<file path="config.mk">
export PLATFORM = sky130hd
export DESIGN_NAME = offload_resp_stage
export DESIGN_NICKNAME = d
export VERILOG_FILES = /design/src/hw/reduction_pkg.sv /design/src/hw/offload_resp_stage.sv
export VERILOG_INCLUDE_DIRS = /design/src /design/src/hw
export SDC_FILE = /design/constraint.sdc
export NUM_CORES = 1
export LEC_CHECK = 0
export ABC_AREA = 1
export BUFFER_PORTS_ARGS = -buffer_cell sky130_fd_sc_hd__buf_2
export CORE_MARGIN = 2
export CORE_UTILIZATION = 41
export CTS_CLUSTER_DIAMETER = 80
export DETAILED_ROUTE_END_ITERATION = 12
export PLACE_DENSITY = 0.78
export RECOVER_POWER = 50
export SLEW_MARGIN = 10
export SYNTH_ARGS = -nofsm -noshare
export SYNTH_HDL_FRONTEND = slang
export SYNTH_SLANG_ARGS = --single-unit
</file>
<file path="constraint.sdc">
create_clock -name clk_i -period 0.85 [get_ports clk_i]
set_clock_uncertainty 0.1 [all_clocks]
set_input_delay 0.17 -clock clk_i [delete_from_list [all_inputs] [get_ports clk_i]]
set_output_delay 0.17 -clock clk_i [all_outputs]
set_load 0.01 [all_outputs]
</file>
<file path="src/hw/reduction_params.svh">
/*
  Widths and latency of the integer reduction offload unit.
  The tag and op widths are fixed by the request format.
  The latency must match the sum of the stage delays.
*/

`ifndef REDUCTION_PARAMS_SVH
`define REDUCTION_PARAMS_SVH

////////////////////////////////////////////////////////////////////////////
// Datapath widths
////////////////////////////////////////////////////////////////////////////

// Operand and result width
`define RD_DATA_WIDTH 64

// Request tag, returned unchanged with the response
`define RD_TAG_BITS 5

// External op code
`define RD_OP_BITS 4

////////////////////////////////////////////////////////////////////////////
// Timing
////////////////////////////////////////////////////////////////////////////

// Request strobe to response strobe, in cycles
`define RD_LATENCY 4

`endif

</file>
<file path="src/hw/reduction_pkg.sv">
/*
  Shared types of the reduction offload unit.
  Op codes 9 to 15 are undefined and give an error response.
*/

`default_nettype none

`include "reduction_params.svh"

package reduction_pkg;

  typedef logic [`RD_DATA_WIDTH-1:0] rd_data_t;
  typedef logic [`RD_TAG_BITS-1:0]   rd_tag_t;

  // External op codes
  typedef enum logic [`RD_OP_BITS-1:0] {
    RD_ADD   = 0,
    RD_MUL   = 1,
    RD_MIN_S = 2,
    RD_MAX_S = 3,
    RD_MIN_U = 4,
    RD_MAX_U = 5,
    RD_AND   = 6,
    RD_OR    = 7,
    RD_XOR   = 8
  } rd_op_e;

  // Result select inside the ALU
  typedef enum logic [2:0] {
    SEL_ADD,
    SEL_MUL,
    SEL_MIN,
    SEL_MAX,
    SEL_AND,
    SEL_OR,
    SEL_XOR
  } alu_sel_e;

  typedef struct packed {
    alu_sel_e sel;
    logic     is_signed;
    logic     illegal;
  } alu_ctrl_t;

  typedef struct packed {
    rd_op_e   op;
    rd_tag_t  tag;
    rd_data_t a;
    rd_data_t b;
  } offload_req_t;

  // Decoded request as seen by the ALU
  typedef struct packed {
    alu_ctrl_t ctrl;
    rd_tag_t   tag;
    rd_data_t  a;
    rd_data_t  b;
  } alu_item_t;

  typedef struct packed {
    rd_tag_t  tag;
    rd_data_t result;
    logic     error;
  } offload_resp_t;

endpackage

`default_nettype wire

</file>
<file path="src/hw/offload_resp_stage.sv">
/*
  Output side of the offload unit. Forms the tagged response register.
  resp_o is zero in every cycle without a response strobe.
*/

`timescale 1ns/1ps
`default_nettype none

module offload_resp_stage (
  input  logic                         clk_i,
  input  logic                         reset_i,
  input  logic                         alu_valid_i,
  input  reduction_pkg::rd_data_t      alu_result_i,
  input  reduction_pkg::rd_tag_t       alu_tag_i,
  input  logic                         alu_illegal_i,
  output logic                         resp_valid_o,
  output reduction_pkg::offload_resp_t resp_o
);

  import reduction_pkg::*;

  offload_resp_t resp_d;

  // Illegal ops return zero with the error bit
  always_comb begin
    resp_d = '0;
    if (alu_valid_i) begin
      resp_d.tag    = alu_tag_i;
      resp_d.result = alu_illegal_i ? '0 : alu_result_i;
      resp_d.error  = alu_illegal_i;
    end
  end

  always_ff @(posedge clk_i) begin
    if (reset_i) begin
      resp_valid_o <= 1'b0;
      resp_o       <= '0;
    end else begin
      resp_valid_o <= alu_valid_i;
      resp_o       <= resp_d;
    end
  end

  assert property (@(posedge clk_i) disable iff (reset_i)
    (resp_valid_o && resp_o.error) |-> (resp_o.result == '0))
    else $error("resp_stage: error response with nonzero result %h", resp_o.result);

endmodule

`default_nettype wire

</file>
==> flow_summary.toml, run 1 <==
[clock_network]
htreeDepth = 3
clock_sinks = 71
clockRootBuffer = "clkbuf_8"
cts_buffer_depth = 2
clk_pin_slew_ns = 0.07
numCtsBuffers = 9
cts_tree = "built"
post_cts.repair.setup_buffers = 0

[floorplan]
core_area_mm2 = 0.00514
rows = 26
die_area_mm2 = 0.00595
die_width_um = 77.1
start_util = 0.427
ioPinCount = 144
die_height_um = 77.1

[placed_design]
gp_congestion = 0.724
place_ws_ns = -0.116
hpwl_mm = 3.26
port_buffers = 143
postPlaceCellArea_mm2 = 0.00299

[final_layout]
final_cell_area_mm2 = 0.00408
nets = 515
antenna_cells = 0
syn2layout_area_growth_pct = 86.2
drive_gt1_frac = 0.566

[critical_path]
worstPathRequired_ns = 0.58
critPathSlowestCell = "dfxtp_1"
crit_family = "flip-flops"
startpoint_type = "register"
crit_path_end_kind = "output port"
cp.arrival_ns = 0.78
worstPathMaxFanout = 1
crit_buf_inv = 1
worstPathCellList = "buf_2"
path_class = "reg -> out"
slowest_delay_ns = 0.32

[sta]
drv_slew = 0
fmax_mhz = 950
tns_ns = -12.26
fin_hold_ws_ns = 0.130
fin_ws_ns = -0.202
max-slew-margin-rel = 0.846
rsz0062_at_grt = "true"
worstMarginPinSlew_ns = 0.231
period_share = 1.24
finalSetupViolCount = 72
final_hold_viol_count = 0
fin_crit_ns = 1.05

[pwr]
power_leakage_nw = 2.22
power_frac_clock = 0.346
combPwrFrac = 0.130
p_sw_mw = 1.49
p_per_area_mw_per_mm2 = 1620
p_seq_frac = 0.524
vdd_drop_max_mv = 1.10
intPower_mw = 5.13
switching_share = 0.225
total_power_mw = 6.61

[drt]
drc_errors = 0
vias = 2095
routedWlPerCell_um = 12.4
drtIter0Drc = 43
dr.pass1.iters = 4
wl_mm = 6.38
ant_nets = 0
vias_per_cell = 4.07

[synth]
synth_seq_area_share = 0.648
ys_types = 7
syn_inst = 221
ys_ff_latch = 71
yosys_warnings = 0
synthesis.nets = 294
avgSynthCellArea_um2 = 9.92
syn_area_mm2 = 0.00219

[grt]
grt_pass1_vias = 2168
antenna_found_initial = 0
grt_overflow = 0
grt_pass1_wl_mm = 9.58
track_usage = 0.209
grt_max_degree = 23

[run_status]
run_status = "finished, violations left"
violations = "setup timing"

[run]
cap_viol_max_count = 0

[hold_path]
hold_path_class = "in -> reg"
[path summary, 6_finish.rpt]
| kind | endpoint | slack [ns] | cells after the start | start |
|---|---|---|---|---|
| max | resp_o[45] | -0.20 | 1 | resp_o[45]$_SDFF_PP0_ |
| min | resp_valid_o$_SDFF_PP0_ | 0.13 | 3 | alu_valid_i |
[cells in the mapped netlist]
cell type  count  area (um2)
buf_6          6        67.6
dfxtp_1       71        1420
inv_1         72         270
nand2_1        1        3.75
nand3_4        1        17.5
nor2_1        10        37.5
nor2_2        60         375
[cell type report]
| type | count | area, um2 |
|---|---|---|
| Fill cell | 329 | 1060 |
| Tap cell | 70 | 87.6 |
| Clock inverter | 1 | 5.00 |
| Multi-Input combinational cell | 72 | 432 |
| Sequential cell | 71 | 1460 |
| Inverter | 72 | 270 |
| Clock buffer | 13 | 159 |
| Timing Repair Buffer | 216 | 1670 |
[logic make-up after synthesis]
group,Yosys count,synth area share
flops,71,0.648
buf+inv,78,0.154
simple gates,72,0.198
[timing repair]
item,in CTS,in global routing
hold endpoints to repair,70,0
resized for setup,14,51
hold buffers,70,0
cloned,0,0
setup endpoints to repair,71,74
[registers in the layout, summed over array words and instances (netlist names)]
name          count
resp_valid_o      1
resp_o           70
[per-stage QoR]
step / instances / utilization
floorplan: 221 / -
global placement: 431 / 0.582
detailed placement: 431 / 0.582
CTS: 515 / 0.760
global route: 515 / 0.795
finish: 515 / 0.795
[layout by cell type, fill, tap and decap left out]
| cell | netlist | final |
|---|---|---|
| nor2_1 | 10 | 11 |
| buf_6 | 6 | 31 |
| dfxtp_1 | 71 | 40 |
| nor2_2 | 60 | 59 |
| nand2_1 | 1 | 1 |
| dfxtp_2 | 0 | 31 |
| clkbuf_8 | 0 | 11 |
| inv_2 | 0 | 3 |
| inv_1 | 72 | 69 |
| nand3_4 | 1 | 1 |
| buf_2 | 0 | 112 |
| buf_12 | 0 | 3 |
| dlygate4sd3_1 | 0 | 70 |
| clkinv_2 | 0 | 1 |
| clkbuf_1 | 0 | 2 |
[metal layers]
metal / global-route usage / part of all wire / wire length [um] / vias up
met5: 0 / 0 / 0 / -
met4: 0.116 / 0.026 / 165 / 0
met3: 0.0588 / 0.066 / 422 / 16
met2: 0.397 / 0.55 / 3530 / 98
met1: 0.198 / 0.35 / 2260 / 952
li1: - / - / - / 1029
[power by group through the flow]
stage	combinational, mW	sequential, mW	clock, mW
floorplan	0.205	3.57	0
global placement	0.529	3.51	0
detailed placement	0.535	3.52	0
CTS	0.794	3.45	2.33
global route	0.931	3.47	2.48
finish	0.862	3.46	2.29
Note: power is estimated with default switching activity, not from simulation.
==> inputs of run 2 (changes only) <==
--- a/config.mk
+++ b/config.mk
@@ -18,3 +18,4 @@
 export SYNTH_ARGS = -nofsm -noshare
 export SYNTH_HDL_FRONTEND = slang
 export SYNTH_SLANG_ARGS = --single-unit
+export TNS_END_PERCENT = 20
==> flow_summary.toml, run 2 (same netlist as run 1, synthesis figures left out) <==
[run_status]
run_status = "finished, violations left"
violations = "setup timing"

[critical_path]
worstPathRequired_ns = 0.58
worstPathMaxFanout = 1
path_class = "reg -> out"
crit_start = "resp_o[45]$_SDFF_PP0_"
crit_path_end_kind = "output port"
cp.arrival_ns = 0.78
crit_family = "flip-flops"
cp_num_cells = 1
startpoint_type = "register"
crit_buf_inv = 1
slowest_delay_ns = 0.32
critPathSlowestCell = "dfxtp_1"
worstPathCellList = "buf_2"

[clock_network]
clock_sinks = 71
clk_pin_slew_ns = 0.07
numCtsBuffers = 9
post_cts.repair.setup_buffers = 0
cts_buffer_depth = 2
cts_tree = "built"
clockRootBuffer = "clkbuf_8"
htreeDepth = 3

[floorplan]
die_height_um = 77.1
die_area_mm2 = 0.00595
start_util = 0.427
ioPinCount = 144
core_area_mm2 = 0.00514
die_width_um = 77.1
rows = 26

[grt]
grt_pass1_wl_mm = 9.58
antenna_found_initial = 0
track_usage = 0.209
grt_overflow = 0
grt_max_degree = 23
grt_pass1_vias = 2168

[sta]
finalSetupViolCount = 72
fmax_mhz = 951
max-slew-margin-rel = 0.846
fin_ws_ns = -0.202
fin_hold_ws_ns = 0.131
final_hold_viol_count = 0
period_share = 1.24
drv_slew = 0
worstMarginPinSlew_ns = 0.231
rsz0062_at_grt = "true"
fin_crit_ns = 1.05

[final_layout]
fin_cells = 515
largestRegisters = "resp_o: 70 flops, resp_valid_o: 1 flops"
antenna_cells = 0
syn2layout_area_growth_pct = 85.9
layout_commonest_cell = "buf_2"
nets = 515
regMostFlops = "resp_o"
drive_gt1_frac = 0.564
final_cell_mix = "buf_2, dlygate4sd3_1, inv_1"
largest_reg_flops = 70
final_cell_area_mm2 = 0.00408

[pwr]
p_per_area_mw_per_mm2 = 1620
total_power_mw = 6.61
power_leakage_nw = 2.21
vdd_drop_max_mv = 1.11

[hold_path]
hold_path_class = "in -> reg"
hold_depth = 3
hold_start = "alu_valid_i"

[drt]
vias = 2094
vias_per_cell = 4.07
dr.pass1.iters = 4
routedWlPerCell_um = 12.4
ant_nets = 0
drc_errors = 0
drtIter0Drc = 43
wl_mm = 6.39

[placed_design]
hpwl_mm = 3.26
place_ws_ns = -0.116
postPlaceCellArea_mm2 = 0.00299
dp.cells = 431
port_buffers = 143
gp_congestion = 0.724

[run]
cap_viol_max_count = 0
## run 2: what timing repair did
action | 4_1_cts | 5_1_grt
endpoints found under the setup margin | 71 | 74
gates resized for setup | 14 | 49
endpoints found under the hold margin | 70 | 0
hold buffers | 70 | 0
## run 2: layout make-up
cell class	count	area, um2
repair buffers	216	1660
flip-flops and latches	71	1460
fillers	329	1060
multi-input cells	72	432
inverters	72	270
clock buffers	13	159
well taps	70	87.6
clock inverters	1	5.00
## run 2: routing by layer
layer / GRT usage / share of wire
met4: 0.116 / 0.026
met1: 0.198 / 0.36
met3: 0.0588 / 0.066
met5: 0 / 0
met2: 0.397 / 0.55
## run 2: stage by stage
step | util | setup TNS, ns
floorplan | - | 0
global placement | 0.582 | -4.66
detailed placement | 0.582 | -5.63
CTS | 0.760 | -13.58
global route | 0.793 | -14.50
finish | 0.793 | -12.24
## run 2: where the power goes
part           total [mW]  switching [mW]  internal (mW)  leakage (nW)
Sequential           3.46          0.0323           3.43         0.592
Combinational       0.861           0.351          0.510          1.54
Clock                2.29            1.10           1.19        0.0854
Total                6.61            1.49           5.12          2.21
## run 2: worst paths after layout
path                       to  slack (ns)
min   resp_valid_o$_SDFF_PP0_        0.13
max                resp_o[45]       -0.20
